## config.mk

```make
export PLATFORM = sky130hd
export DESIGN_NAME = cache_tag_check
export DESIGN_NICKNAME = d
export VERILOG_FILES = /design/src/hdl/l1_cache_pkg.sv /design/src/hdl/cache_tag_check.sv
export SDC_FILE = /design/constraint.sdc
export NUM_CORES = 1
export LEC_CHECK = 0
export BUFFER_PORTS_ARGS = -buffer_cell sky130_fd_sc_hd__buf_2
export CAP_MARGIN = 10
export CORE_AREA = 2 2 79 81
export DETAILED_ROUTE_END_ITERATION = 8
export DIE_AREA = 0 0 81 83
export GPL_ROUTABILITY_DRIVEN = 0
export PLACE_DENSITY = 0.81
export SYNTH_ARGS = -nofsm -noshare
export SYNTH_HDL_FRONTEND = slang
export SYNTH_SLANG_ARGS = --single-unit
```

## constraint.sdc

```tcl
create_clock -name vclk -period 2.1
set_clock_uncertainty 0.2 [all_clocks]
set_input_delay 0 -clock vclk [all_inputs]
set_output_delay 0 -clock vclk [all_outputs]
set_load 0.02 [all_outputs]
```

## src/hdl/l1_cache_pkg.sv

```systemverilog
package l1_cache_pkg;

    // Core side widths
    localparam int ADDR_W = 32;
    localparam int DATA_W = 64;
    localparam int STRB_W = DATA_W / 8;
    localparam int OFFSET_W = 3;

    // Two ways, 16 sets each, four double words per line
    localparam int WAYS = 2;
    localparam int SETS = 16;
    localparam int SET_W = 4;
    localparam int BEATS = 4;
    localparam int BEAT_W = 2;
    localparam int TAG_W = ADDR_W - OFFSET_W - SET_W - BEAT_W;
    localparam int META_W = TAG_W + 3;
    localparam int LINE_ADDR_W = SET_W + BEAT_W;

    // Last index of the clear walk and of a burst
    localparam logic [SET_W-1:0] LAST_SET = SET_W'(SETS - 1);
    localparam logic [BEAT_W-1:0] LAST_BEAT = BEAT_W'(BEATS - 1);

    // Status bits sit directly above the tag
    localparam int META_DIRTY = TAG_W;
    localparam int META_VALID = TAG_W + 1;
    localparam int META_LRU = TAG_W + 2;

    typedef enum logic [2:0] {
        ST_RESET,
        ST_PREPARE,
        ST_READY,
        ST_FLUSH,
        ST_FLUSH_ACK,
        ST_LOAD,
        ST_WAY_WB,
        ST_RETRY
    } cache_state_e;

    // Source of the word written into the metadata and data RAMs
    typedef enum logic [1:0] {
        WB_CORE,
        WB_MEM,
        WB_CLEAR
    } wb_src_e;

endpackage

```

## src/hdl/cache_tag_check.sv

```systemverilog
module cache_tag_check (
    input  logic [l1_cache_pkg::TAG_W-1:0]  req_tag,
    input  logic                            req_wen,
    input  logic                            req_valid,
    input  logic [l1_cache_pkg::META_W-1:0] meta_rd0,
    input  logic [l1_cache_pkg::META_W-1:0] meta_rd1,
    output logic                            hit,
    output logic                            hit_way,
    output logic                            victim,
    output logic                            victim_dirty,
    output logic [l1_cache_pkg::TAG_W-1:0]  victim_tag,
    output logic [l1_cache_pkg::META_W-1:0] meta_core0,
    output logic [l1_cache_pkg::META_W-1:0] meta_core1,
    output logic [l1_cache_pkg::META_W-1:0] meta_mem0,
    output logic [l1_cache_pkg::META_W-1:0] meta_mem1
);

    logic [l1_cache_pkg::META_W-1:0] meta_rd [l1_cache_pkg::WAYS];
    logic [l1_cache_pkg::META_W-1:0] meta_core [l1_cache_pkg::WAYS];
    logic [l1_cache_pkg::META_W-1:0] meta_mem [l1_cache_pkg::WAYS];
    logic [l1_cache_pkg::WAYS-1:0]   way_match;
    logic [l1_cache_pkg::WAYS-1:0]   new_lru;
    logic                            way0_newer;

    assign meta_rd[0] = meta_rd0;
    assign meta_rd[1] = meta_rd1;

    // LRU encoding across both ways
    // Equal bits mean way 0 is newer, different bits mean way 1 is newer
    assign way0_newer = meta_rd[0][l1_cache_pkg::META_LRU] ==
                        meta_rd[1][l1_cache_pkg::META_LRU];
    // Way 0 becomes newest by copying way 1's bit
    assign new_lru[0] = meta_rd[1][l1_cache_pkg::META_LRU];
    // Way 1 becomes newest by taking the inverse of way 0's bit
    assign new_lru[1] = !meta_rd[0][l1_cache_pkg::META_LRU];

    for (genvar w = 0; w < l1_cache_pkg::WAYS; w++) begin : g_way
        assign way_match[w] = meta_rd[w][l1_cache_pkg::META_VALID] &&
                              (meta_rd[w][l1_cache_pkg::TAG_W-1:0] == req_tag);

        // Hit update keeps the tag, a write marks the line dirty
        assign meta_core[w] = {new_lru[w], 1'b1,
                               req_wen | meta_rd[w][l1_cache_pkg::META_DIRTY],
                               meta_rd[w][l1_cache_pkg::TAG_W-1:0]};

        // Refilled line is clean and owned by the requested tag
        assign meta_mem[w] = {new_lru[w], 1'b1, 1'b0, req_tag};
    end

    assign hit = req_valid && (|way_match);
    assign hit_way = way_match[1];

    // Older way is replaced
    assign victim = way0_newer;
    assign victim_dirty = meta_rd[victim][l1_cache_pkg::META_VALID] &&
                          meta_rd[victim][l1_cache_pkg::META_DIRTY];
    assign victim_tag = meta_rd[victim][l1_cache_pkg::TAG_W-1:0];

    assign meta_core0 = meta_core[0];
    assign meta_core1 = meta_core[1];
    assign meta_mem0 = meta_mem[0];
    assign meta_mem1 = meta_mem[1];

endmodule

```

Word-level counts from Yosys, hierarchy flattened:

Cells that the tools add are included.

* logic and storage cells: 16
* flip-flop bits (word level): 0
* bits of input ports: 77

* bitwise gates (word level): 3
* muxes and demuxes: 3
* equal/unequal tests: 3
* reductions and logical operators: 6
* magnitude comparators: 1

Operator list (count)
* two-way mux 25 bit: 3
* equality test 23 bit: 2
* logical AND 1 bit: 4
* >= comparator 2 bit (second input constant): 1
* NOT 1 -> 2 bit: 1
* OR 1 bit: 2
* OR reduction 2 bit: 1
* equality test 1 bit: 1
* logical NOT 1 bit: 1

Depth between registers and ports, before layout:

* depth after elaboration: 6
* mapped depth: 4

Worst setup path before layout:

No wires, ideal clock.

* path kind: input-to-output
* from: in req_tag[22] in the netlist's numbering
* to: out hit
* arrival time: 986 ps
* cell stages on the path: 4
* path buffers: 0
* slack: 914 ps
* required time: 1900 ps
* path through: xor2_1 nor4_1 nand4_1 o32ai_2

* longest elaborated chain between the ends: 4
* elaborated cells on any way between the ends: 6
* those cells by class: eq/ne: 2; reduce/logical: 4

Ends and longest elaborated chain
* from (decl): line cache_tag_check.sv:2 `input logic [l1_cache_pkg::TAG_W-1:0] req_tag,`
* equality test 23 bit: line cache_tag_check.sv:39 `(meta_rd[w][l1_cache_pkg::TAG_W-1:0] == req_tag);`
* logical AND 1 bit: line cache_tag_check.sv:38 `assign way_match[w] = meta_rd[w][l1_cache_pkg::META_VALID] &&`
* OR reduction 2 bit (*): line cache_tag_check.sv:50 `assign hit = req_valid && (|way_match);`
* logical AND 1 bit (*): line cache_tag_check.sv:50
* to (decl): line cache_tag_check.sv:7 `output logic hit,`

Mark *: on every way between the ends. The rest lies on a longest branch, timed or not.

Final worst setup path:

* from: in meta_rd1[19] in the netlist's numbering
* to: out hit

* longest elaborated chain between the ends: 4

Ends and longest elaborated chain
* from (decl): line cache_tag_check.sv:6 `input logic [l1_cache_pkg::META_W-1:0] meta_rd1,`
* equality test 23 bit: line cache_tag_check.sv:39
* logical AND 1 bit: line cache_tag_check.sv:38
* OR reduction 2 bit: line cache_tag_check.sv:50
* logical AND 1 bit: line cache_tag_check.sv:50

No other way between the ends.

==> impl_results.md <==
* Status: complete, no violations
* Post-Synthesis Cells at 200
* P_leak at 1.143 nW
* Seq/Total Area, Yosys at 0%
* Netlist cell types at 18
* Die Ht at 83 um
* Antenna violations before repair at 0
* Routed length per placed instance at 13.20 um
* Mean area per synthesized cell at 8.164 um^2
* WP data required at 1900 ps
* Port Buffers at around 200
* FILL cells at 645
* Startpoint type of the worst setup path: input pin
* Crit. End Element: primary output
* Initial Util at approximately 28%
* VDD IR max at 0.0001744 V
* Period utilization at 72.30%
* Hold buffer count at CTS at 0
* I/O pins at between 200 and 250
* Row count at 28
* Starting DRT DRC Count at 25
* Die X at 81 um
* Fmax achieved at 0.6586 GHz
* Detailed Place HPWL at 4654 um
* Crit Path Class: input pin to primary output
* Final ANT Viol Nets at 0
* Nets at between 300 and 400
* Placed cell area at 1987 um^2
* Core footprint at 5816 um^2
* # resized after CTS at 0
* ANT cells at 0
* Layout cells sized above 1 at 75.74%
* Post-CTS Setup Bufs at 0
* First-pass GRT wire length at 7196 um
* Crit-path max FO at 3
* Number of vias in the routed layout at 1570
* Vias per Instance at 4.132
* CLK BUF at 0
* Synthesized area at 1633 um^2
* Final critical-path required period at roughly 1500 ps
* P&R area growth vs syn at 21.69%
* DRC Markers at 0
* Pin count of the biggest net entering global routing at 16
* Design area at between 1500 and 2000 um^2
* Total gr overflow at 0
* Max-slew violation count at 0
* Syn. warnings at 0
* Fin Setup TNS at 0 ps
* Setup violations, final at 0
* Final hold viol count at 0
* PwrDens at 328.5 nW/um^2
* Total routed wirelength at 5015 um
* Unrepaired setup endpoints after global routing: no
* Global-route usage over all layers at 13.17%
* Arr. time, crit path at 1320 ps
* HP Class: input pin to primary output
* Max cap viols at 0
* Sequential Area at 0 um^2
* Detailed Routing Iterations Pass 1 at 4
* Vias in the first global route at 1555
* Die area at just under 7000 um^2
* FF+latch count at 0
-- worst paths after layout --
path,endpoint,start,cells after the start
setup / recovery,hit,meta_rd1[19],6
hold / removal,meta_core1[21],meta_rd1[21],2
-- final cells by class --
class	instances	area, um^2	area share, %
inverters	2	7.507	0.3778
repair buffers	204	1026	51.64
well taps	75	93.84	4.723
multi-input cells	99	859.6	43.26
-- synthesized netlist by cell type, drive strengths merged --
cell,count,area [um^2]
xnor2,7,80.08
nor2,2,7.510
nor4,9,56.30
conb,2,7.510
o32ai,1,16.27
nand3,2,10.01
nand2,1,3.750
or2,2,12.51
or4,1,7.510
buf,103,780.8
mux2,23,262.8
nand4,4,25.02
o21ai,1,5.000
xor2,40,350.3
inv,2,7.510
-- critical path, cell delays in order --
cell and delay, ps:
buf_2 120, xor2_1 150, nor4_1 420, nand4_1 200
o32ai_2 220, buf_2 210
-- cells by family (layout without fill, tap and decap cells) --
kind of cell              count (synthesis)  after routing  synth area share [%]
buffers and inverters                   105            206                 48.28
other                                     2              6                0.4599
AOI/OAI and AO/OA                         2              2                 1.303
xor gates and xnor gates                 47             47                 26.36
and+or+nand+nor                          21             21                 7.509
muxes                                    23             23                 16.09
-- per-layer routing --
layer | global-route usage, % | vias to the layer above | part of all wire [%]
li1 | - | 761 | -
met1 | 13.29 | 696 | 35
met2 | 28.55 | 111 | 56
met3 | 0.7609 | 2 | 8.6
met4 | 1.387 | 0 | 0.68
met5 | 0 | - | 0
-- placed cells by master, fill, tap and decap left out --
cell type  count
nand2_1        1
or4_1          1
nor2_1         2
mux2_2        22
inv_1          2
nand3_1        2
nand4_1        4
or2_2          2
o21ai_0        1
nor4_1         9
xor2_1        40
buf_2        202
conb_1         6
xnor2_1        6
xnor2_4        1
o32ai_2        1
buf_4          2
mux2_4         1
-- where the power goes --
part	total (W)	switching (W)	internal [W]
clock network	0	0	0
logic	0.000653	0.000401	0.000252
registers	0	0	0
total	0.000653	0.000401	0.000252
-- through the flow --
stage	total power, W	std cells	worst slack (ps)	hold WS (ps)	util (%)
6_report	0.0006527	380	581.7	57.61	34.17
5_1_grt	0.0006976	380	468.2	66.14	34.17
4_1_cts	0.0006609	380	549.9	58.09	34.17
3_5_place_dp	0.0006584	380	550.4	57.77	34.17
3_3_place_gp	0.0006519	380	565.6	55.04	34.17
2_1_floorplan	0.0005091	204	913.8	-115.8	-
Note: power is estimated with default switching activity, not from simulation.
