--- src/hdl/cache_ram.sv ---
module cache_ram #(
    parameter int DEPTH_W = 4,
    parameter int WIDTH = 32
) (
    input  logic               clk,
    input  logic [DEPTH_W-1:0] raddr,
    output logic [WIDTH-1:0]   rd,
    input  logic [DEPTH_W-1:0] waddr,
    input  logic               we,
    input  logic [WIDTH-1:0]   wr
);

    logic [WIDTH-1:0] mem [2**DEPTH_W];

    always_ff @(posedge clk) begin
        if (we) begin
            mem[waddr] <= wr;
        end
        // Same-address write goes straight to the read port
        // so a back-to-back request sees the updated word
        if (we && (waddr == raddr)) begin
            rd <= wr;
        end else begin
            rd <= mem[raddr];
        end
    end

endmodule

--- config.mk ---
export PLATFORM = sky130hd
export DESIGN_NAME = cache_ram
export DESIGN_NICKNAME = d
export VERILOG_FILES = /design/src/hdl/cache_ram.sv
export SDC_FILE = /design/constraint.sdc
export NUM_CORES = 1
export LEC_CHECK = 0
export CAP_MARGIN = 20
export CELL_PAD_IN_SITES_DETAIL_PLACEMENT = 2
export CELL_PAD_IN_SITES_GLOBAL_PLACEMENT = 2
export CORE_MARGIN = 2
export CORE_UTILIZATION = 51
export CTS_CLUSTER_SIZE = 25
export DETAILED_ROUTE_END_ITERATION = 8
export DONT_BUFFER_PORTS = 1
export GPL_ROUTABILITY_DRIVEN = 1
export GPL_TIMING_DRIVEN = 0
export PLACE_DENSITY_LB_ADDON = 0.1
export SYNTH_ARGS = -nofsm -noshare
export SYNTH_HDL_FRONTEND = slang
export SYNTH_SLANG_ARGS = --single-unit
--- constraint.sdc ---
create_clock -name clk -period 8.7 [get_ports clk]
set_input_delay 0 -clock clk [delete_from_list [all_inputs] [get_ports clk]]
set_output_delay 0 -clock clk [all_outputs]
set_load 0.02 [all_outputs]
==> results of run 1 <==
-- logic make-up after synthesis --
family | share of synthesized area, %
compound gates | 2.49
simple gates | 1.31
buf+inv | 1.15
mux | 14.9
flops | 80.1
-- through the flow --
step	hold slack (ns)	setup WS, ns	cells	util (%)	area, sq um
2_1_floorplan	0.0277	5.52	810	-	19300
3_3_place_gp	0.0278	2.98	1321	53.2	19900
3_5_place_dp	0.0278	6.36	1348	54.5	20400
4_1_cts	0.00277	5.63	1485	60.2	22600
-- synthesized netlist by cell type --
master / n / area (sq um)
edfxtp_1: 512 / 15400
mux4_2: 128 / 2880
a22oi_1: 64 / 480
nand2_1: 33 / 124
clkbuf_1: 17 / 63.8
nor2_1: 13 / 48.8
buf_4: 11 / 82.6
buf_1: 9 / 33.8
buf_2: 4 / 20.0
dfxtp_1: 4 / 80.1
nor3_1: 4 / 20.0
buf_6: 2 / 22.5
nand2b_1: 2 / 12.5
nand3b_1: 2 / 15.0
nor2b_1: 2 / 12.5
and2_1: 1 / 6.26
nand3_1: 1 / 5.00
or3b_2: 1 / 8.76
==> out/qor.tcl, run 1 <==
set qor(failing_step) {global routing (5_1_grt)}
set qor(floorplan.initialDensity_pct) 51.5
set qor(htreeDepth) 2
set qor(outcome) {did not finish}
set qor(place_congestion) 0.719
set qor(place_hpwl_mm) 33.7
set qor(clock-sinks) 516
set qor(synth-seq-area-share_pct) 80.1
set qor(run.stop_error) {[ERROR DPL-0033] detailed placement checks failed during check placement.}
set qor(cts.root.buffer_cell) {clkbuf_16}
set qor(io_pins) 74
set qor(chipHeight_microns) 199
set qor(yosys.cell_types.count) 18
set qor(synthesis.yosys.warnings) 0
set qor(grt_start_max_net_pins) 22
set qor(clockBufferDepth) 3
set qor(placementRows) 71
set qor(synthCells) 810
set qor(die_w_microns) 199
set qor(cts_setup_buffers) 0
set qor(io_buffers) 0
set qor(ctsResizeCount) 0
set qor(syn_area_per_cell_sq_um) 23.8
set qor(syn-cell-area_sq_mm) 0.0193
set qor(number_of_nets_in_the_synthesized_netlist) 852
set qor(ctsHoldBuffers) 43
set qor(cts_buffers) 52
set qor(antenna_found_initial) 1
set qor(synth_seq_cells) 516
==> inputs of run 2 (changes only) <==
CELL_PAD_IN_SITES_DETAIL_PLACEMENT = not set   (was 2)
CELL_PAD_IN_SITES_GLOBAL_PLACEMENT = not set   (was 2)
CORE_UTILIZATION = 36   (was 51)
CTS_CLUSTER_SIZE = not set   (was 25)
PLACE_DENSITY_LB_ADDON = 0.15   (was 0.1)
==> run 2 against run 1 <==
The run now ends clean. Synthesized area did not move. Synthesized cell count did not move.
==> out/qor.tcl, run 2 <==
set qor(hold_path.startpoint) {waddr[1]}
set qor(cts.root.buffer_cell) {clkbuf_16}
set qor(fin_util_pct) 43.0
set qor(grt_first_pass_wirelength_mm) 67.6
set qor(placementRows) 84 ;# +18%
set qor(drt-total-wl_mm) 46.1
set qor(ctsResizeCount) 0 ;# unchanged
set qor(routedWlPerCell_microns) 27.7
set qor(vdd_ir_drop_max_v) 0.000129
set qor(ys_async_sr_fraction_pct) 0 ;# unchanged
set qor(fin_worst_hold_slack_ns) 0.0846
set qor(largest_register_ffs) 512
set qor(track_usage_pct) 17.0
set qor(grt_start_max_net_pins) 23
set qor(synth-seq-area-share_pct) 80.1 ;# unchanged
set qor(synth-simple-area-share_pct) 1.31 ;# unchanged
set qor(final_cell_count_no_fill) 1665
set qor(synth-compound-area-share_pct) 2.49 ;# unchanged
set qor(p_leak_nw) 7.04
set qor(fillCellCount) 4494
set qor(dieArea_sq_mm) 0.0555
set qor(start_kind) {flip-flop}
set qor(syn-cell-area_sq_mm) 0.0193 ;# unchanged
set qor(yosys.cell_types.count) 18 ;# unchanged
set qor(crit_path_max_fanout) 10
set qor(synth_area_leader) {edfxtp_1}
set qor(outcome) {complete, no violations}
set qor(grt_setup_unrepaired) {false}
set qor(detailroute.via_count) 8907
set qor(nets) 981
set qor(slew_headroom_pct) 35.4
set qor(clockBufferDepth) 3 ;# unchanged
set qor(maxSlewViolCount) 0
set qor(clkTransAtPathRegs_ns) 0.06
set qor(core_region_area_sq_mm) 0.0528
set qor(clock-sinks) 516 ;# unchanged
set qor(syn_area_per_cell_sq_um) 23.8 ;# unchanged
set qor(dominant_combinational_cell_family_by_area_after_synthesis) {multiplexers}
set qor(first_pass_detailed_route_iteration_total) 5
set qor(finalHoldViolCount) 0
set qor(setup_ws_ns) 5.73
set qor(ctsHoldBuffers) 45 ;# +4.7%
set qor(place_congestion) 0.683 ;# -4.9%
set qor(min_period_over_period_pct) 34.1
set qor(largest_register) {mem}
set qor(antenna-diode-count) 0
set qor(layout_top_registers) {mem: 512 flops}
set qor(drv_cap) 0
set qor(multi_input_comb_area_sq_mm) 0.00373
set qor(floorplan.initialDensity_pct) 36.6 ;# -15 points
set qor(post_synth_edffs) 512 ;# unchanged
set qor(fin_crit_ns) 2.97
set qor(setup.worst_path.class) {reg2out}
set qor(vias_per_cell) 5.35
set qor(yosysMostFrequentCell) {edfxtp_1}
set qor(synth_top_area_share_pct) 79.7 ;# unchanged
set qor(synth_area_in_xor_xnor_pct) 0 ;# unchanged
set qor(die_w_microns) 236 ;# +19%
set qor(holdCritPathClass) {in2reg}
set qor(final-setup-viol-count) 0
set qor(io_buffers) 0 ;# unchanged
set qor(chipHeight_microns) 236 ;# +19%
set qor(yosys-top-cells-count) {edfxtp_1, mux4_2, a22oi_1}
set qor(drtIter0Drc) 756
set qor(synthCells) 810 ;# unchanged
set qor(numPlacedInstances) 1526 ;# +13%
set qor(htreeDepth) 2 ;# unchanged
set qor(max_slew.worst_pin.slew_ns) 0.966
set qor(route.detailed.drc) 0
set qor(placed_cell_area_sq_mm) 0.0207 ;# +1.3%
set qor(cts_tree) {built}
set qor(final_layout_size_suffix_gt1_share_pct) 26.2
set qor(postSynth.topFlopCell) {edfxtp_1}
set qor(first_global_vias) 9565
set qor(io_pins) 74 ;# unchanged
set qor(critPathRequiredTime_ns) 8.70
set qor(f_max_ghz) 0.337
set qor(final_cell_mix) {edfxtp_1, mux4_2, a22oi_1}
set qor(number_of_nets_in_the_synthesized_netlist) 852 ;# unchanged
set qor(synth_seq_cells) 516 ;# unchanged
set qor(cts_setup_buffers) 0 ;# unchanged
set qor(crit_path_end_kind) {primary output}
set qor(p_total_mw) 5.15
set qor(adder_cell_share_of_the_synthesized_area_pct) 0 ;# unchanged
set qor(ant_nets_after_route) 0
set qor(cts_buffers) 54 ;# +3.8%
set qor(fin_area_sq_mm) 0.0227
set qor(syn2layout_area_growth_pct) 17.7
set qor(tns_ns) 0
set qor(grt_overflow_total) 0
set qor(powerDensity_mw_per_mm2) 227
set qor(synth.top_cells.by_area) {edfxtp_1, mux4_2, a22oi_1, nand2_1, buf_4}
set qor(place_hpwl_mm) 28.2 ;# -16%
set qor(antenna_found_initial) 1
set qor(layout_commonest_cell) {edfxtp_1}
set qor(worst_ep_arrival_time_ns) 2.97
set qor(multiplexer_area_fraction_after_synthesis_pct) 14.9 ;# unchanged
set qor(seq_area_sq_mm) 0.0155
set qor(synthesis.yosys.warnings) 0 ;# unchanged
set qor(post-place-ws_ns) 6.35 ;# -0.00410 ns
[run 2: routing by layer]
layer / wire length [microns] / GRT usage, % / up-vias
li1: - / - / 3746
met1: 20400 / 23.3 / 4855
met2: 22100 / 27.2 / 241
met3: 2700 / 4.05 / 63
met4: 897 / 4.48 / 2
met5: 10 / 0 / -
[run 2: path summary, 6_finish.rpt]
kind              cells past startpoint  slack, ns         end
setup / recovery                      5       5.73       rd[8]
hold / removal                        2       0.08  mem[7][26]
[run 2: where the power goes]
| group | switching [mW] | internal (mW) |
|---|---|---|
| registers | 0.0110 | 2.79 |
| logic | 0.180 | 0.107 |
| clock network | 0.929 | 1.13 |
[run 2: critical path: stages (launching register included)]
cell and delay, ns:
dfxtp_1 0.41, buf_2 0.31, buf_1 0.69, mux4_2 0.42, a22oi_1 0.30, nand2_1 0.24
[run 2: area by class of cell]
class	instances	area share, %
Buffer	43	0.981
Clock buffer	67	6.17
Clock inverter	27	0.606
Multi-Input combinational cell	251	16.4
Sequential cell	516	68.1
Tap cell	688	3.79
Timing Repair Buffer	73	3.95
[run 2: cells by family after synthesis]
logic type,after synthesis
muxes,128
DFF,516
and+or+nand+nor,59
buffers and inverters,43
AOI/OAI and AO/OA,64
No activity file was read; power rests on OpenSTA's default activity.
==> inputs of run 3 (changes only) <==
clock period = 2.75 ns   (was 8.7 ns; I/O delays follow)
==> run 3 against run 2 <==
Die area unchanged. Cell count increased by 0.18%. Largest cell class unchanged. Cell area increased by 2.0%. Combinational power increased to 3.2 times the previous value. Global-route usage decreased by 0.062 points. Clock-buffer cell count increased by 4.
==> out/qor.tcl, run 3 (synthesis gave the netlist of run 2 again) <==
set qor(outcome) {complete, no violations}
set qor(first_pass_detailed_route_iteration_total) 5 ;# unchanged
set qor(first_global_vias) 9387 ;# -1.9%
set qor(fin_crit_ns) 2.67
set qor(vias_per_cell) 5.28 ;# -1.3%
set qor(final_layout_size_suffix_gt1_share_pct) 29.4 ;# +3.2 points
set qor(fillCellCount) 4457 ;# -0.82%
set qor(timing.critical_path.cells) {buf_2 -> buf_2 -> mux4_2 -> a22oi_1 -> nand2_1}
set qor(min_period_over_period_pct) 97.0
set qor(clockBufferDepth) 3 ;# unchanged
set qor(slowest_delay_ns) 0.40 ;# -0.29 ns
set qor(core_region_area_sq_mm) 0.0528 ;# unchanged
set qor(die_w_microns) 236 ;# unchanged
set qor(seq_area_sq_mm) 0.0155 ;# unchanged
set qor(placementRows) 84 ;# unchanged
set qor(cts_tree) {built}
set qor(f_max_ghz) 0.375
set qor(p_total_mw) 17.2 ;# +230%
set qor(io_pins) 74 ;# unchanged
set qor(holdCritPathClass) {in2reg}
set qor(met2WireLength_mm) 21.2 ;# -4.1%
set qor(max_slew.worst_pin.slew_ns) 0.926 ;# -0.0405 ns
set qor(grt_start_max_net_pins) 21 ;# -8.7%
set qor(critPathRequiredTime_ns) 2.75 ;# -5.95 ns
set qor(antenna_found_initial) 1 ;# unchanged
set qor(clkTransAtPathRegs_ns) 0.06 ;# about the same
set qor(largest_register_ffs) 512 ;# unchanged
set qor(crit_path_max_fanout) 10 ;# unchanged
set qor(p_leak_nw) 7.27 ;# +3.4%
set qor(setup_ws_ns) 0.0833 ;# -5.65 ns
set qor(dieArea_sq_mm) 0.0555 ;# unchanged
set qor(drv_cap) 0 ;# unchanged
set qor(powerDensity_mw_per_mm2) 743 ;# +230%
set qor(layout_commonest_cell) {edfxtp_1}
set qor(routedWlPerCell_microns) 27.6 ;# -0.39%
set qor(vdd_ir_drop_max_v) 0.000506 ;# +290%
set qor(layout_top_registers) {mem: 512 flops}
set qor(grt_setup_unrepaired) {true}
set qor(setup.worst_path.class) {reg2out}
set qor(placed_cell_area_sq_mm) 0.0208 ;# +0.50%
set qor(detailroute.via_count) 8803 ;# -1.2%
set qor(start_kind) {flip-flop}
set qor(post-place-ws_ns) 0.362 ;# -5.99 ns
set qor(clock-sinks) 516 ;# unchanged
set qor(chipHeight_microns) 236 ;# unchanged
set qor(drtIter0Drc) 1002 ;# +33%
set qor(maxSlewViolCount) 0 ;# unchanged
set qor(fin_area_sq_mm) 0.0232 ;# +2.0%
set qor(nets) 977 ;# -0.41%
set qor(detail_route_met3_wl_mm) 2.87 ;# +6.2%
set qor(multi_input_comb_area_sq_mm) 0.00377 ;# +1.1%
set qor(m1WireLength_mm) 21.2 ;# +4.0%
set qor(floorplan.initialDensity_pct) 36.6 ;# unchanged
set qor(ant_nets_after_route) 0 ;# unchanged
set qor(place_congestion) 0.671 ;# -1.8%
set qor(route.detailed.drc) 0 ;# unchanged
set qor(top_layer) {met5}
set qor(cpMostUsedCell) {buf_2}
set qor(antenna-diode-count) 0 ;# unchanged
set qor(final_cell_mix) {edfxtp_1, mux4_2, a22oi_1}
set qor(crit_path_end_kind) {primary output}
set qor(finalHoldViolCount) 0 ;# unchanged
set qor(htreeDepth) 2 ;# unchanged
set qor(grt_overflow_total) 0 ;# unchanged
set qor(place_hpwl_mm) 27.8 ;# -1.4%
set qor(final-setup-viol-count) 0 ;# unchanged
set qor(drt-total-wl_mm) 46.0 ;# -0.21%
set qor(cts_buffers) 54 ;# unchanged
set qor(grt_first_pass_wirelength_mm) 67.2 ;# -0.53%
set qor(worst_ep_arrival_time_ns) 2.67 ;# -0.30 ns
set qor(syn2layout_area_growth_pct) 20.0
set qor(track_usage_pct) 16.9 ;# -0.062 points
set qor(slowest_cp_cell) {dfxtp_1}
set qor(largest_register) {mem}
set qor(slew_headroom_pct) 38.1 ;# +2.6 points
set qor(cts.root.buffer_cell) {clkbuf_16}
set qor(io_buffers) 0 ;# unchanged
## run 3: cell type report
type / count / share of cell area, %
flip-flops and latches: 516 / 66.7
multi-input cells: 251 / 16.3
well taps: 688 / 3.72
clock buffers: 71 / 6.46
plain buffers: 43 / 1.17
clock inverters: 30 / 1.39
repair buffers: 69 / 4.26
## run 3: worst max-delay path: cells and delay by family (launching register included)
| family | cells | cell delay [ns] |
|---|---|---|
| buffers and inverters | 2 | 0.71 |
| flip-flops | 1 | 0.40 |
| multiplexers | 1 | 0.37 |
| AO/OA/AOI/OAI | 1 | 0.35 |
| AND/OR/NAND/NOR | 1 | 0.23 |
## run 3: final timing paths
| check | depth (start not counted) | to | from | slack (ns) |
|---|---|---|---|---|
| worst max-delay path | 5 | rd[7] | flip-flop | 0.08 |
| worst min-delay path | 2 | mem[1][30] | waddr[2] | 0.04 |
## run 3: per-layer routing
metal | global-route usage [%] | vias to the layer above
li1 | - | 3749
met1 | 24.7 | 4739
met2 | 25.8 | 248
met3 | 4.03 | 65
met4 | 3.67 | 2
met5 | 0 | -
## run 3: repair_timing
action                                  CTS  global route
setup buffers                             0             0
endpoints found under the hold margin   622             0
hold buffers                             46             0
gates cloned                              0             0
resized for setup                        24            21
endpoints found under the setup margin   32            20
## run 3: power by group
group	switching [mW]	internal [mW]	total, mW
Clock	2.98	4.47	7.45
Combinational	0.576	0.349	0.925
Sequential	0.0351	8.81	8.85
## run 3: metrics by stage
step / TNS, ns / cells / util (%) / hold slack [ns]
floorplan: 0 / 810 / - / 0.0277
global placement: -562.19 / 1498 / 38.2 / 0.0278
detailed placement: 0 / 1521 / 39.5 / 0.0278
CTS: 0 / 1668 / 43.9 / 0.00456
global route: -0.0703 / 1668 / 43.9 / 0.0214
finish: 0 / 1668 / 43.9 / 0.0367
==> inputs of run 4 (changes only) <==
CTS_BUF_LIST = sky130_fd_sc_hd__clkbuf_8 sky130_fd_sc_hd__clkbuf_16   (was not set)
==> run 4 against run 3 <==
Setup slack better by 0.0081 ns. Maximum frequency rose by 0.31%. Die area unchanged. Wire length rose by 0.12%. Cell count did not move. First-iteration DRC count is 0.30% higher. Combinational power is essentially flat. Power fell by 0.24%. Core utilization did not move. Global-route usage unchanged. Clock-buffer cell count fell by 10. Cell area stayed put. Critical endpoint unchanged.
==> out/qor.tcl, run 4 (synthesis gave the netlist of run 2 again) <==
set qor(path_buf_inv) 2 ;# unchanged
set qor(post-place-ws_ns) 0.362 ;# unchanged
set qor(switching_power_mw) 3.58 ;# -0.10%
set qor(cts.root.buffer_cell) {clkbuf_16}
set qor(max_slew.worst_pin.slew_ns) 0.930 ;# +0.00417 ns
set qor(detailroute.via_count) 8801 ;# -0.023%
set qor(final_layout_size_suffix_gt1_share_pct) 29.4 ;# unchanged
set qor(first_pass_detailed_route_iteration_total) 5 ;# unchanged
set qor(p_leak_nw) 7.32 ;# +0.57%
set qor(cts_setup_buffers) 0 ;# unchanged
set qor(layout_commonest_cell) {edfxtp_1}
set qor(largest_register_ffs) 512 ;# unchanged
set qor(fillCellCount) 4457 ;# unchanged
set qor(io_buffers) 0 ;# unchanged
set qor(f_max_ghz) 0.376 ;# +0.31%
set qor(setup.worst_path.class) {reg2out}
set qor(clockBufferDepth) 3 ;# unchanged
set qor(hold_path.startpoint) {waddr[2]}
set qor(cts_tree) {built}
set qor(internal_cell_power_mw) 13.6 ;# -0.28%
set qor(min_period_over_period_pct) 96.7 ;# -0.29 points
set qor(nets) 977 ;# unchanged
set qor(fin_util_pct) 43.9 ;# unchanged
set qor(track_usage_pct) 16.9 ;# unchanged
set qor(p_total_mw) 17.2 ;# -0.24%
set qor(layout_top_registers) {mem: 512 flops}
set qor(die_w_microns) 236 ;# unchanged
set qor(final_cell_mix) {edfxtp_1, mux4_2, a22oi_1}
set qor(drt-total-wl_mm) 46.1 ;# +0.12%
set qor(clock-sinks) 516 ;# unchanged
set qor(grt_first_pass_wirelength_mm) 67.2 ;# unchanged
set qor(powerDensity_mw_per_mm2) 742 ;# -0.24%
set qor(holdCritPathClass) {in2reg}
set qor(dieArea_sq_mm) 0.0555 ;# unchanged
set qor(vdd_ir_drop_max_v) 0.000504 ;# -0.30%
set qor(placed_cell_area_sq_mm) 0.0208 ;# unchanged
set qor(antenna-diode-count) 0 ;# unchanged
set qor(first_global_vias) 9387 ;# unchanged
set qor(cts_buffers) 54 ;# unchanged
set qor(cpMostUsedCell) {buf_2}
set qor(place_hpwl_mm) 27.8 ;# unchanged
set qor(finalHoldViolCount) 0 ;# unchanged
set qor(timing.critical_path.cells) {buf_2 -> buf_2 -> mux4_2 -> a22oi_1 -> nand2_1}
set qor(grt_start_max_net_pins) 21 ;# unchanged
set qor(floorplan.initialDensity_pct) 36.6 ;# unchanged
set qor(fin_crit_ns) 2.66 ;# -0.00811 ns
set qor(clock_power_share_pct) 43.1 ;# -0.2 points
set qor(worst_ep_arrival_time_ns) 2.66 ;# about the same
set qor(slowest_cp_cell) {dfxtp_1}
set qor(clkTransAtPathRegs_ns) 0.06 ;# about the same
set qor(syn2layout_area_growth_pct) 20.0 ;# unchanged
set qor(htreeDepth) 2 ;# unchanged
set qor(route.detailed.drc) 0 ;# unchanged
set qor(fin_area_sq_mm) 0.0232 ;# unchanged
set qor(chipHeight_microns) 236 ;# unchanged
set qor(ant_nets_after_route) 0 ;# unchanged
set qor(final-setup-viol-count) 0 ;# unchanged
set qor(placementRows) 84 ;# unchanged
set qor(grt_setup_unrepaired) {true}
set qor(largest_register) {mem}
set qor(numPlacedInstances) 1521 ;# unchanged
set qor(holdPathEnd) {mem[1][30]}
set qor(share_comb_of_total_power_pct) 5.4 ;# about the same
set qor(power.sequential.fraction_pct) 51.5 ;# about the same
set qor(routedWlPerCell_microns) 27.6 ;# +0.12%
set qor(vias_per_cell) 5.28 ;# about the same
set qor(slowest_delay_ns) 0.40 ;# about the same
set qor(crit_path_max_fanout) 10 ;# unchanged
set qor(start_kind) {flip-flop}
set qor(core_region_area_sq_mm) 0.0528 ;# unchanged
set qor(swShare_pct) 20.9 ;# +0.029 points
set qor(grt_overflow_total) 0 ;# unchanged
set qor(slew_headroom_pct) 37.8 ;# -0.28 points
set qor(drtIter0Drc) 1005 ;# +0.30%
set qor(antenna_found_initial) 1 ;# unchanged
set qor(outcome) {complete, no violations}
set qor(critPathRequiredTime_ns) 2.75 ;# about the same
set qor(path_delay_family) {buffers and inverters}
set qor(crit_path_end_kind) {primary output}
set qor(io_pins) 74 ;# unchanged
set qor(number_of_stages_on_the_worst_setup_path) 5 ;# unchanged
set qor(place_congestion) 0.671 ;# unchanged
set qor(final_cell_count_no_fill) 1668 ;# unchanged
set qor(hold-path-cell-count) 2 ;# unchanged
set qor(drv_cap) 0 ;# unchanged
set qor(setup_ws_ns) 0.0914 ;# +0.00811 ns
set qor(maxSlewViolCount) 0 ;# unchanged
## run 4: cell count changes in the layout (fill, tap and decap cells not counted)
cell      previous run  this run
clkbuf_1            20        10
inv_1                0        10
## run 4: power groups by stage
stage | logic, mW | registers (mW) | clock network (mW)
after global routing | 0.998 | 8.85 | 7.91
final | 0.925 | 8.85 | 7.41
after global placement | 0.743 | 9.02 | 0
after floorplan | 0.524 | 9.00 | 0
after detailed placement | 0.787 | 9.01 | 0
after CTS | 0.945 | 8.85 | 7.58
## run 4: layout make-up
cell class	count	area, sq um	area share [%]
repair buffers	69	986	4.26
clock inverters	40	359	1.55
clock buffers	61	1460	6.30
flip-flops and latches	516	15500	66.7
multi-input cells	251	3770	16.3
plain buffers	43	272	1.17
well taps	688	861	3.72
## run 4: what timing repair did
| item | in CTS | in global routing |
|---|---|---|
| endpoints found under the setup margin | 32 | 20 |
| resized for setup | 24 | 21 |
| hold buffers | 46 | 0 |
| hold endpoints to repair | 622 | 0 |
## run 4: metrics by stage
| step | setup TNS [ns] | hold WS (ns) |
|---|---|---|
| 2_1_floorplan | 0 | 0.0277 |
| 3_3_place_gp | -562.19 | 0.0278 |
| 3_5_place_dp | 0 | 0.0278 |
| 4_1_cts | 0 | 0.00456 |
| 5_1_grt | -0.0703 | 0.0214 |
| 6_report | 0 | 0.0380 |
## run 4: how the worst max path moves through the flow
stage	start	to
after global placement	we	mem[13][4]
after global routing	flip-flop	rd[5]
final	flip-flop	rd[7]
after floorplan	waddr[2]	mem[1][0]
after detailed placement	flip-flop	rd[21]
after CTS	flip-flop	rd[17]
## run 4: routing by layer
metal	up-vias	share of wire [%]	GRT usage (%)
met5	-	0.017	0
met4	2	1.6	3.67
met3	59	6.0	4.03
met2	239	46	25.8
met1	4750	46	24.7
li1	3751	-	-
