`src/hdl/l1_cache_pkg.sv`:
```
package l1_cache_pkg;

    // Core side widths
    localparam int ADDR_W = 32;
    localparam int DATA_W = 64;
    localparam int STRB_W = DATA_W / 8;
    localparam int OFFSET_W = 3;

    // Two ways, 16 sets each, four double words per line
    localparam int WAYS = 2;
    localparam int SETS = 16;
    localparam int SET_W = 4;
    localparam int BEATS = 4;
    localparam int BEAT_W = 2;
    localparam int TAG_W = ADDR_W - OFFSET_W - SET_W - BEAT_W;
    localparam int META_W = TAG_W + 3;
    localparam int LINE_ADDR_W = SET_W + BEAT_W;

    // Last index of the clear walk and of a burst
    localparam logic [SET_W-1:0] LAST_SET = SET_W'(SETS - 1);
    localparam logic [BEAT_W-1:0] LAST_BEAT = BEAT_W'(BEATS - 1);

    // Status bits sit directly above the tag
    localparam int META_DIRTY = TAG_W;
    localparam int META_VALID = TAG_W + 1;
    localparam int META_LRU = TAG_W + 2;

    typedef enum logic [2:0] {
        ST_RESET,
        ST_PREPARE,
        ST_READY,
        ST_FLUSH,
        ST_FLUSH_ACK,
        ST_LOAD,
        ST_WAY_WB,
        ST_RETRY
    } cache_state_e;

    // Source of the word written into the metadata and data RAMs
    typedef enum logic [1:0] {
        WB_CORE,
        WB_MEM,
        WB_CLEAR
    } wb_src_e;

endpackage

```
`src/hdl/cache_miss_ctrl.sv`:
```
module cache_miss_ctrl (
    input  logic                             clk,
    input  logic                             rst,
    input  logic                             req_valid,
    input  logic                             hit,
    input  logic                             victim,
    input  logic                             victim_dirty,
    input  logic [l1_cache_pkg::BEAT_W-1:0]  req_beat,
    input  logic                             mem_req_ready,
    input  logic                             mem_resp_valid,
    output logic                             int_ready,
    output l1_cache_pkg::wb_src_e            wb_src,
    output logic [l1_cache_pkg::WAYS-1:0]    meta_we,
    output logic [l1_cache_pkg::WAYS-1:0]    data_we,
    output logic                             reload_en,
    output logic [l1_cache_pkg::BEAT_W-1:0]  reload_beat,
    output logic                             clear_en,
    output logic [l1_cache_pkg::SET_W-1:0]   clear_set,
    output logic                             flush_sel,
    output logic                             mem_req_wen,
    output logic                             mem_req_valid,
    output logic                             mem_resp_ready
);

    l1_cache_pkg::cache_state_e      state;
    logic [l1_cache_pkg::BEAT_W-1:0] beat_cnt;
    logic [l1_cache_pkg::WAYS-1:0]   data_we_q;
    logic                            miss;
    logic                            load_start;
    logic                            flush_take;
    logic                            resp_take;

    assign miss = req_valid && !hit;

    // Core side only runs while idle with no miss in the compare stage
    assign int_ready = ((state == l1_cache_pkg::ST_PREPARE) ||
                        (state == l1_cache_pkg::ST_READY)) && !miss;

    // Line walk owns the data RAM address from the miss until the retry
    assign reload_en = !int_ready && (state != l1_cache_pkg::ST_RETRY) &&
                       (state != l1_cache_pkg::ST_RESET);
    assign clear_en = (state == l1_cache_pkg::ST_RESET);

    assign flush_take = (state == l1_cache_pkg::ST_FLUSH) &&
                        mem_req_valid && mem_req_ready;
    assign resp_take = mem_resp_valid && mem_resp_ready;

    // Registered RAM read, so fetch the next flush beat as soon as this one is taken
    assign reload_beat = flush_take ? beat_cnt + 1'b1 : beat_cnt;

    // Refill writes land only on beats the memory returned
    assign data_we = data_we_q & {l1_cache_pkg::WAYS{resp_take}};

    // Read burst starts on a clean miss or once the flush is acknowledged
    assign load_start = ((state == l1_cache_pkg::ST_READY) && miss && !victim_dirty) ||
                        ((state == l1_cache_pkg::ST_FLUSH_ACK) && resp_take);

    always_ff @(posedge clk) begin
        if (rst) begin
            state <= l1_cache_pkg::ST_RESET;
            clear_set <= l1_cache_pkg::LAST_SET;
            // Invalidate walk writes every set right away
            meta_we <= '1;
            data_we_q <= '0;
            wb_src <= l1_cache_pkg::WB_CLEAR;
            beat_cnt <= '0;
            flush_sel <= 1'b0;
            mem_req_wen <= 1'b0;
            mem_req_valid <= 1'b0;
            mem_resp_ready <= 1'b0;
        end else begin
            case (state)
                l1_cache_pkg::ST_RESET: begin
                    clear_set <= clear_set - 1'b1;
                    if (clear_set == '0) begin
                        meta_we <= '0;
                        wb_src <= l1_cache_pkg::WB_CORE;
                        state <= l1_cache_pkg::ST_PREPARE;
                    end
                end
                l1_cache_pkg::ST_PREPARE: begin
                    state <= l1_cache_pkg::ST_READY;
                end
                l1_cache_pkg::ST_READY: begin
                    // Dirty victim goes out first
                    if (miss && victim_dirty) begin
                        beat_cnt <= '0;
                        flush_sel <= 1'b1;
                        mem_req_wen <= 1'b1;
                        state <= l1_cache_pkg::ST_FLUSH;
                    end
                end
                l1_cache_pkg::ST_FLUSH: begin
                    // First cycle only primes the data RAM read
                    if (!mem_req_valid) begin
                        mem_req_valid <= 1'b1;
                    end else if (mem_req_ready) begin
                        beat_cnt <= beat_cnt + 1'b1;
                        if (beat_cnt == l1_cache_pkg::LAST_BEAT) begin
                            mem_req_valid <= 1'b0;
                            mem_resp_ready <= 1'b1;
                            state <= l1_cache_pkg::ST_FLUSH_ACK;
                        end
                    end
                end
                l1_cache_pkg::ST_FLUSH_ACK: begin
                    // Left through load_start below
                end
                l1_cache_pkg::ST_LOAD: begin
                    // Single request beat
                    if (mem_req_ready) begin
                        mem_req_valid <= 1'b0;
                    end
                    if (resp_take) begin
                        beat_cnt <= beat_cnt + 1'b1;
                        if (beat_cnt == l1_cache_pkg::LAST_BEAT) begin
                            mem_resp_ready <= 1'b0;
                            meta_we[victim] <= 1'b1;
                            data_we_q <= '0;
                            // Point the data RAM at the replayed word
                            beat_cnt <= req_beat;
                            state <= l1_cache_pkg::ST_WAY_WB;
                        end
                    end
                end
                l1_cache_pkg::ST_WAY_WB: begin
                    meta_we <= '0;
                    wb_src <= l1_cache_pkg::WB_CORE;
                    state <= l1_cache_pkg::ST_RETRY;
                end
                l1_cache_pkg::ST_RETRY: begin
                    // RAMs read the held request this cycle
                    state <= l1_cache_pkg::ST_READY;
                end
            endcase

            if (load_start) begin
                beat_cnt <= '0;
                flush_sel <= 1'b0;
                mem_req_wen <= 1'b0;
                mem_req_valid <= 1'b1;
                mem_resp_ready <= 1'b1;
                wb_src <= l1_cache_pkg::WB_MEM;
                data_we_q[victim] <= 1'b1;
                state <= l1_cache_pkg::ST_LOAD;
            end
        end
    end

endmodule

```
`config.mk`:
```
export PLATFORM = sky130hd
export DESIGN_NAME = cache_miss_ctrl
export DESIGN_NICKNAME = d
export VERILOG_FILES = /design/src/hdl/l1_cache_pkg.sv /design/src/hdl/cache_miss_ctrl.sv
export SDC_FILE = /design/constraint.sdc
export NUM_CORES = 1
export LEC_CHECK = 0
export BUFFER_PORTS_ARGS = -buffer_cell sky130_fd_sc_hd__clkbuf_2
export CAP_MARGIN = 20
export CORE_ASPECT_RATIO = 1.4
export CORE_MARGIN = 1.5
export CORE_UTILIZATION = 51
export CTS_CLUSTER_DIAMETER = 30
export CTS_CLUSTER_SIZE = 14
export DETAILED_ROUTE_END_ITERATION = 6
export GPL_TIMING_DRIVEN = 0
export PLACE_DENSITY = 0.78
export SYNTH_ARGS = -nofsm -noshare
export SYNTH_HDL_FRONTEND = slang
export SYNTH_SLANG_ARGS = --single-unit
```
`constraint.sdc`:
```
create_clock -name clk -period 2.1 [get_ports clk]
set_input_delay 0.21 -clock clk [delete_from_list [all_inputs] [get_ports clk]]
set_output_delay 0.21 -clock clk [all_outputs]
set_load 0.01 [all_outputs]
```
[After elaboration in Yosys (flattened, before gate mapping)]
Index checks and enable logic that the tools add are counted.
Operators by class
  add/subtract/negate cells: 2
  magnitude comparators: 2
  equality and inequality tests: 24
  muxes and demuxes: 42
  bitwise operators: 3
  reductions and logical operators: 37
Operators with widths (number)
  2-to-1 mux 2 bit: 15
  2-to-1 mux 3 bit: 8
  inequality test 3 bit (second input constant): 6
  case mux 3 bit (6 select lines): 1
  AND reduction 8 bit: 2
  nonzero test 3 bit: 5
  == test 3 bit (second input constant): 4
  logical AND 1 bit: 12
  2-to-1 mux 1 bit: 12
  case mux 2 bit (3 select lines): 2
  inequality test 2 bit (second input constant): 4
  nonzero test 7 bit: 1
  == test 3 x 2 -> 1 bit (second input constant): 2
  inequality test 2 x 1 -> 1 bit (second input constant): 3
  inequality test 3 x 2 -> 1 bit (second input constant): 2
  AND reduction 2 bit: 3
  AND reduction 6 bit: 1
  nonzero test 6 bit: 1
  AND reduction 5 bit: 1
  logical NOT 1 bit: 4
  logical NOT 4 bit: 1
  bitwise OR 2 bit: 2
  case mux 1 bit (2 select lines): 2
  case mux 2 bit (2 select lines): 1
  13 further kinds: 15
Storage, ports and cells
  bits in registers: 18
  bits of input ports: 10
  output and inout port bits: 19
  word-level logic and storage cells: 120

[Longest topological paths before layout]
Gate-level depths: netlist of run 1.
  word-level depth: 8
  mapped depth: 6
  depth with buffers taken out: 6

[Worst setup path after synthesis of run 1]
Ideal clock, no wire load.
  path kind: register -> register
  start: register beat_cnt[0] in the netlist's numbering
  end: register data_we_q[0] in the netlist's numbering
  setup time: 0.126 ns
  arrival: 1.387 ns
  required time: 1.974 ns
  setup slack: 0.586 ns
  stages on the path, launching flop included: 7
  buffers on the path: 1
  clock period less this slack: 1.514 ns
  path through: dfxtp_1 ha_1 clkbuf_1 nand3_1 or2_2 a32oi_1 nor2_1
On the way
  longest elaborated chain between the ends: 7
Ends and longest elaborated chain
  start, declared: RTL line cache_miss_ctrl.sv:26  | logic [l1_cache_pkg::BEAT_W-1:0] beat_cnt;
  start signal, assigned: RTL line cache_miss_ctrl.sv:98  | beat_cnt <= beat_cnt + 1'b1;
  start signal, assigned: RTL line cache_miss_ctrl.sv:115  | beat_cnt <= beat_cnt + 1'b1;
  start signal, assigned: RTL line cache_miss_ctrl.sv:121  | beat_cnt <= req_beat;
  == test 2 bit (*): RTL line cache_miss_ctrl.sv:116  | if (beat_cnt == l1_cache_pkg::LAST_BEAT) begin
  2-to-1 mux 2 bit (*): RTL line cache_miss_ctrl.sv:116
  2-to-1 mux 2 bit (*): RTL line cache_miss_ctrl.sv:114  | if (resp_take) begin
  2-to-1 mux 2 bit (*): RTL line cache_miss_ctrl.sv:72  | case (state)
  2-to-1 mux 2 bit (*): RTL line cache_miss_ctrl.sv:59  | if (rst) begin
  bitwise OR 2 bit (no line)
  2-to-1 mux 2 bit (*): RTL line cache_miss_ctrl.sv:137  | if (load_start) begin
  end signal, assigned: RTL line cache_miss_ctrl.sv:64  | data_we_q <= '0;
  end signal, assigned: RTL line cache_miss_ctrl.sv:119  | data_we_q <= '0;
  end signal, assigned by index: RTL line cache_miss_ctrl.sv:144  | data_we_q[victim] <= 1'b1;
  end, declared: RTL line cache_miss_ctrl.sv:27  | logic [l1_cache_pkg::WAYS-1:0] data_we_q;
Mark *: on every way between the ends. The rest lies on a longest branch, timed or not. The select of a mux whose other input is x is not followed.
A chain may end at the register's enable or synchronous reset.

[Final worst setup path of run 1]
  start: register state[0]
  end: output reload_beat[1] in the netlist's numbering
On the way
  longest elaborated chain between the ends: 4
Ends and longest elaborated chain
  start, declared: RTL line cache_miss_ctrl.sv:25  | l1_cache_pkg::cache_state_e state;
  start signal, assigned: RTL line cache_miss_ctrl.sv:60  | state <= l1_cache_pkg::ST_RESET;
  start signal, assigned: RTL line cache_miss_ctrl.sv:78  | state <= l1_cache_pkg::ST_PREPARE;
  start signal, assigned: RTL line cache_miss_ctrl.sv:82  | state <= l1_cache_pkg::ST_READY;
  == test 3 x 2 -> 1 bit: RTL line cache_miss_ctrl.sv:44  | assign flush_take = (state == l1_cache_pkg::ST_FLUSH) &&
  logical AND 1 bit: RTL line cache_miss_ctrl.sv:44
  logical AND 1 bit: RTL line cache_miss_ctrl.sv:45  | mem_req_valid && mem_req_ready;
  2-to-1 mux 2 bit: RTL line cache_miss_ctrl.sv:49  | assign reload_beat = flush_take ? beat_cnt + 1'b1 : beat_cnt;
  end, declared: RTL line cache_miss_ctrl.sv:16  | output logic [l1_cache_pkg::BEAT_W-1:0] reload_beat,
Every way passes these cells.

==> run metrics, run 1 <==
status=finished, final reports clean; Max VDD drop=0.500 mV; core box area=1970 um^2; Top cell by count, worst path=buf_2; diode count=0; max cap viols=0; total grt overflow=0; # Post-CTS Setup Buffers=0; most common cell after layout, fill and taps aside=clkbuf_2; post-DP HPWL=~1900 um; Netlist Area Pre-Place=1070 um^2; Post-synth top flop=dfxtp_1; HP Class=input pin to flop; gpl congestion=0.904; Nets=170; Post-CTS Resized=0; final count of hold timing violations=0; total length of routed wires=2440 um; DIE WIDTH=~42 um; share of the synthesized area in the top cell type=0.338; initial cell density of the core=0.541; syn avg cell area=approximately 8.5 um^2; hold path depth=2; root buffer cell=clkbuf_4; PortBufs=28; number of global-route vias before repair=1008; Worst slew margin=0.700; largest net degree at the start of global routing=11; WL/cell=13.7 um; Final Worst Setup Slack=~0.21 ns; Via-to-Cell Ratio=about 6; layout cells sized above 1=0.274; Tightest Pin Transition=0.449 ns; die area=2380 um^2; CTS tree=yes; skew final=~0.0090 ns; final worst-path cycle share=0.901; worst-path cell chain=buf_2 -> buf_2 -> nand2_1 -> mux2_2 -> clkbuf_2; crit end category=output port; Cells after Synth=125; clk sink count=18; Num CTS Buffers=3; slowest cell on the critical path=dfxtp_1; post-route ant nets=0; DP Worst Slack=0.358 ns; critical path class=flop to output port; H-Tree Level Count=1; YS warnings=0; synthesis-to-layout area growth=19.0%; overall global routing resource usage=0.221; Post-CTS Hold Buffers=0; RSZ-0062 raised after global routing=no; Highest Clock Rate=529 MHz; DR vias=between 1k and 1.5k; Worst EP arrival=1.68 ns; Initial DRT Pass Iterations=4; die height=about 57 um; Post-DP Area=1230 um^2; first-pass GRT wire length=4130 um; clock period minus final worst setup slack=1.89 ns; worst skew pair latency=0.30 ns; Setup TNS=0 ns; initial drt markers=39; initial antenna violation count=0; DR DRC count=0; CP Buf/Inv Count=3; most frequent cells in the layout=clkbuf_2 (28), dfxtp_1 (18), nor2_1 (9); FP Rows=19; main area contributors after synthesis=dfxtp_1 (34%), nand2b_1 (3.5%), xnor2_1 (3.3%); Post-Syn Nets=roughly 140; Fillers=191; power density over the cells=about 760 nW/um^2; register area share after synthesis=0.338; count of final setup violators=0; CTS Buffer Depth=2; FFs w/ async S/R, synth=0; Worst Path Required=1.89 ns; number of synthesized flops with an enable pin=0; io pins=29; largest area contributor in the netlist=dfxtp_1; LEAKAGE=0.559 nW; Max Slew Vio Count=0; number of synthesized register bits=18; CP peak stage delay=0.36 ns; startpoint class of the critical path=flop; critical path peak fanout=10; r2r worst-path depth=6; Clock Pin Slew Worst Setup and Hold Paths=around 0.11 ns; CP top delay family=buffers and inverters; Unique masters post-synth=43; Stages on worst setup path=5; Design Area, Final=about 1300 um^2
==> cell type report <==
cell class / instances / area (um^2) / share of cell area
multi-input combinational: 93 / 639 / 0.503
sequential: 18 / 360 / 0.284
tap: 21 / 26.3 / 0.0207
clock buffer: 4 / 36.3 / 0.0286
inverter: 7 / 26.3 / 0.0207
buffer: 7 / 41.3 / 0.0325
timing repair buffer: 28 / 140 / 0.110
==> synthesized netlist by cell type (4+ instances only) <==
cell type,count
a21oi_1,5
nand2b_1,6
a31oi_1,4
xnor2_1,4
dfxtp_1,18
nor2b_1,4
nor2_1,9
inv_1,7
nand3_1,6
o21ai_0,5
nand2_1,4
==> routing by layer <==
layer	GRT usage	wire length, um
met5	0	0
met4	0.111	55
met3	0.0190	141
met2	0.408	1240
met1	0.248	997
==> sequential cells by signal (all words and copies together) (netlist names) <==
register and flops:
mem_req_wen 1, data_we_q 2, meta_we 2, state 3, mem_req_valid 1, wb_src 2, beat_cnt 2, clear_set 4
mem_resp_ready 1
==> path summary, 6_finish.rpt <==
check | startpoint | to | slack, ns
setup / recovery | state[0] | reload_beat[1] | 0.21
hold / removal | rst | wb_src[1] | 0.19
setup reg to reg | beat_cnt[0] | data_we_q[0] | 0.34
hold reg to reg | mem_req_wen | mem_req_wen | 0.48
==> through the flow <==
| step | hold WS (ns) | util | power [mW] | std cells |
|---|---|---|---|---|
| 3_5_place_dp | 0.466 | 0.625 | 0.759 | 174 |
| 5_1_grt | 0.193 | 0.644 | 1.03 | 178 |
| 6_report | 0.188 | 0.644 | 0.969 | 178 |
| 4_1_cts | 0.191 | 0.644 | 0.975 | 178 |
| 2_1_floorplan | 0.304 | - | 0.657 | 125 |
| 3_3_place_gp | 0.447 | 0.625 | 0.747 | 174 |
==> kinds of logic (layout without fill, tap and decap cells) <==
logic type                 count (synthesis)  after routing  share of synthesized area
buffers and inverters                     14             46                     0.0633
DFF                                       18             18                      0.338
muxes                                      3              3                     0.0293
adders and majority gates                  3              3                     0.0328
and+or+nand+nor                           48             48                      0.276
xor gates and xnor gates                   4              4                     0.0328
AOI/OAI and AO/OA                         35             35                      0.229
==> report_power, final <==
| group | internal (mW) | switching, mW | leakage [nW] | total [mW] |
|---|---|---|---|---|
| Sequential | 0.379 | 0.0460 | 0.146 | 0.425 |
| Combinational | 0.146 | 0.179 | 0.392 | 0.325 |
| Clock | 0.106 | 0.114 | 0.0210 | 0.220 |
==> worst register-to-register path: stages (launching register included) <==
cell and delay, ns:
dfxtp_1 0.44, ha_1 0.17, clkbuf_1 0.36, nand3_1 0.16
or2_2 0.31, a32oi_1 0.15, nor2_1 0.05
Power figures use the tool's default switching activity.
==> run 2: changes to the inputs <==
CELL_PAD_IN_SITES_DETAIL_PLACEMENT = 1   (was not set)
CELL_PAD_IN_SITES_GLOBAL_PLACEMENT = 1   (was not set)
CORE_UTILIZATION = 37   (was 51)
PLACE_DENSITY = not set   (was 0.78)
PLACE_DENSITY_LB_ADDON = 0.1   (was not set)
==> run metrics, run 2 (synthesis gave the netlist of run 1 again) <==
Via-to-Cell Ratio=5.48; most frequent cells in the layout=clkbuf_2 (28), dfxtp_1 (18), nor2_1 (9); H-Tree Level Count=1; DR vias=between 1k and 1.5k; first-pass GRT wire length=roughly 5000 um; Worst slew margin=0.669; post-route ant nets=0; final count of hold timing violations=0; RSZ-0062 raised after global routing=no; critical path class=flop to output port; largest net degree at the start of global routing=11; Top Layer Used=met4; FP Rows=22; total length of routed wires=2850 um; die height=roughly 67 um; max cap viols=0; most common cell after layout, fill and taps aside=clkbuf_2; Routed met1 length=around 1200 um; critical path startpoint=state[0]; Post-CTS Resized=0; io pins=29; Max VDD drop=0.355 mV; DR DRC count=0; reg-to-reg slack, setup=0.28 ns; Initial DRT Pass Iterations=4; Post-CTS Hold Buffers=0; final worst-path cycle share=0.904; DIE WIDTH=approximately 48 um; die area=about 3200 um^2; Setup TNS=0 ns; total grt overflow=0; critical path peak fanout=10; status=finished, final reports clean; initial cell density of the core=0.400; Worst Path Required=1.89 ns; HP Class=input pin to flop; Min Hold Slack=0.187 ns; Highest Clock Rate=527 MHz; initial antenna violation count=0; worst setup path endpoint=reload_beat[1]; Top reg by flops=clear_set; met2 WL=roughly 1500 um; R2R Path End=data_we_q[1]; LEAKAGE=0.559 nW; gpl congestion=about 0.86; Top cell by count, worst path=buf_2; worst-path cell chain=buf_2 -> buf_2 -> nand2_1 -> mux2_2 -> clkbuf_2; # Post-CTS Setup Buffers=0; r2r worst-path depth=6; number of global-route vias before repair=1058; worst r2r src=beat_cnt[0]; biggest regs=clear_set: 4 flops, state: 3 flops; PortBufs=28; skew final=0.00124 ns; count of final setup violators=0; slowest cell on the critical path=dfxtp_1; power density over the cells=762 nW/um^2; CTS Buffer Depth=2; CTS tree=yes; diode count=0; overall global routing resource usage=0.198; synthesis-to-layout area growth=20.8%; worst skew pair latency=0.30 ns; Nets=170; Num CTS Buffers=3; Tightest Pin Transition=0.497 ns; WL/cell=14.7 um; Worst EP arrival=1.69 ns; CP peak stage delay=0.36 ns; layout cells sized above 1=0.274; initial drt markers=19; crit end category=output port; startpoint class of the critical path=flop; core box area=2670 um^2; Max Slew Vio Count=0; post-DP HPWL=2210 um; clk sink count=18; Clock Pin Slew Worst Setup and Hold Paths=0.11 ns; max FFs per register=4; root buffer cell=clkbuf_4; met3 WL=83 um; clock period minus final worst setup slack=around 1.9 ns
run 2: power breakdown:
part	switching, mW	internal (mW)
registers	0.0480	0.379
logic	0.186	0.147
clock network	0.116	0.106
run 2: worst min-delay path by stage:
stage / start / endpoint / slack [ns] / depth (start not counted)
2_1_floorplan: rst / clear_set[1] / 0.30 / 1
3_3_place_gp: mem_req_wen / mem_req_wen / 0.45 / 2
3_5_place_dp: mem_req_wen / mem_req_wen / 0.46 / 2
4_1_cts: rst / clear_set[1] / 0.19 / 2
5_1_grt: rst / clear_set[0] / 0.19 / 2
6_report: rst / clear_set[1] / 0.19 / 2
run 2: layer usage:
metal / global-route usage / vias to the layer above
met5: 0 / -
met4: 0.0679 / 0
met3: 0.0314 / 6
met2: 0.372 / 23
met1: 0.228 / 508
li1: - / 520
run 2: critical path, delay by kind of cell (launching register included):
family        cells  cell delay (ns)
buf+inv           3             0.61
flops             1             0.36
mux               1             0.28
simple gates      1             0.13
run 2: final cells by class:
class / count / area, um^2
fillers: 357 / 1380
multi-input cells: 93 / 639
flip-flops and latches: 18 / 360
repair buffers: 28 / 140
well taps: 36 / 45.0
plain buffers: 7 / 41.3
clock buffers: 4 / 36.3
inverters: 7 / 26.3
run 2: metrics by stage:
step                      worst slack [ns]  total power [mW]  instance area [um^2]  std cells   util
after global placement               0.382             0.757                  1250        189  0.469
after CTS                            0.204             0.998                  1290        193  0.483
after floorplan                      0.586             0.657                  1070        125      -
after global routing                0.0777              1.06                  1290        193  0.483
after detailed placement             0.284             0.773                  1250        189  0.469
final                                0.201             0.982                  1290        193  0.483
==> run 3: changes to the inputs <==
RECOVER_POWER = 50   (was not set)
==> run metrics, run 3 (synthesis gave the netlist of run 1 again) <==
status=finished, final reports clean; synthesis-to-layout area growth=18.5%; r2r worst-path depth=6; # Post-CTS Setup Buffers=0; DR DRC count=0; biggest regs=clear_set: 4 flops, state: 3 flops; total length of routed wires=between 2000 and 3000 um; max FFs per register=4; diode count=0; worst r2r src=beat_cnt[0]; HP Class=input pin to flop; Sw Share=0.361; Num CTS Buffers=3; R2R Path End=data_we_q[1]; reg-to-reg slack, setup=~0.27 ns; Worst Path Required=between 1.5 and 2 ns; Top reg by flops=clear_set; DIE WIDTH=48.4 um; Max Slew Vio Count=0; initial antenna violation count=0; overall global routing resource usage=0.198; die area=about 3200 um^2; number of global-route vias before repair=1058; CTS tree=yes; Nets=170; largest net degree at the start of global routing=11; die height=between 60 and 70 um; crit end category=output port; final count of hold timing violations=0; Setup TNS=0 ns; Worst EP arrival=between 1.5 and 2 ns; WL/cell=14.9 um; CP Buf/Inv Count=3; worst-path cell chain=buf_2 -> buf_2 -> nand2_1 -> mux2_2 -> clkbuf_2; Final Worst Setup Slack=0.193 ns; P_sw=0.352 mW; CP top delay family=buffers and inverters; skew final=0.00127 ns; critical path class=flop to output port; io pins=29; DP Worst Slack=0.284 ns; Comb power frac=0.333; critical path peak fanout=10; Tightest Pin Transition=0.501 ns; CP peak stage delay=0.36 ns; worst skew pair latency=0.31 ns; most frequent cells in the layout=dfxtp_1 (18), clkbuf_1 (16), clkbuf_2 (14); layout cells sized above 1=0.178; final worst-path cycle share=0.908; PortBufs=28; Via-to-Cell Ratio=5.50; max cap viols=0; initial cell density of the core=0.400; FP Rows=22; P_int=approximately 0.62 mW; DR vias=1062; H-Tree Level Count=1; Initial DRT Pass Iterations=4; startpoint class of the critical path=flop; Worst slew margin=0.666; post-DP HPWL=2210 um; CTS Buffer Depth=2; final total power=slightly below 1 mW; post-route ant nets=0; power density over the cells=about 770 nW/um^2; slowest cell on the critical path=dfxtp_1; Post-CTS Hold Buffers=0; count of final setup violators=0; Clock power frac=0.233; LEAKAGE=0.517 nW; clk sink count=18; first-pass GRT wire length=4990 um; root buffer cell=clkbuf_4; total grt overflow=0; Max VDD drop=approximately 0.35 mV; Highest Clock Rate=525 MHz; core box area=between 2000 and 3000 um^2; gpl congestion=0.855; most common cell after layout, fill and taps aside=dfxtp_1; Post-CTS Resized=0; clock period minus final worst setup slack=between 1.5 and 2 ns; Hold EP=wb_src[1]; initial drt markers=31; critical path startpoint=state[0]; Clock Pin Slew Worst Setup and Hold Paths=0.11 ns; Top cell by count, worst path=buf_2; Layout Utilization=0.474; RSZ-0062 raised after global routing=no; Hold Crit Start=rst; hold path depth=2; Seq pwr share=0.434
-- run 3: worst max path at each step --
| stage | endpoint | cells past startpoint | slack, ns |
|---|---|---|---|
| 2_1_floorplan | data_we_q[0] | 6 | 0.59 |
| 3_3_place_gp | data_we_q[1] | 6 | 0.38 |
| 3_5_place_dp | data_we_q[1] | 6 | 0.28 |
| 4_1_cts | reload_beat[1] | 5 | 0.20 |
| 5_1_grt | data_we_q[1] | 6 | 0.08 |
| 6_report | reload_beat[1] | 5 | 0.19 |
-- run 3: worst reg2reg max path, cell delays in order, from the launching register on --
cell and delay, ns:
dfxtp_1 0.43, ha_1 0.17, clkbuf_1 0.40, nand3_1 0.16, or2_2 0.31, a32oi_1 0.17, nor2_1 0.06
-- run 3: final cells by class --
| type | count | area (um^2) |
|---|---|---|
| fillers | 364 | 1410 |
| multi-input cells | 93 | 633 |
| well taps | 36 | 45.0 |
| plain buffers | 7 | 41.3 |
| repair buffers | 28 | 123 |
| inverters | 7 | 26.3 |
| clock buffers | 4 | 36.3 |
| flip-flops and latches | 18 | 360 |
-- run 3: power by group through the flow --
| stage | clock (mW) | combinational, mW | sequential [mW] |
|---|---|---|---|
| finish | 0.228 | 0.325 | 0.424 |
| global route | 0.255 | 0.361 | 0.432 |
| CTS | 0.232 | 0.339 | 0.427 |
| detailed placement | 0 | 0.337 | 0.436 |
| global placement | 0 | 0.325 | 0.432 |
| floorplan | 0 | 0.218 | 0.438 |
-- run 3: per-layer routing --
| layer | global-route usage | vias to the layer above | part of all wire |
|---|---|---|---|
| met4 | 0.0679 | 0 | 0.024 |
| met5 | 0 | - | 0 |
| met1 | 0.228 | 506 | 0.43 |
| li1 | - | 519 | - |
| met2 | 0.372 | 28 | 0.51 |
| met3 | 0.0314 | 9 | 0.032 |
-- run 3: per-stage QoR --
step	instances	instance area [um^2]	hold slack (ns)
6_report	193	1260	0.179
5_1_grt	193	1260	0.191
4_1_cts	193	1290	0.185
3_5_place_dp	189	1250	0.459
3_3_place_gp	189	1250	0.448
2_1_floorplan	125	1070	0.304
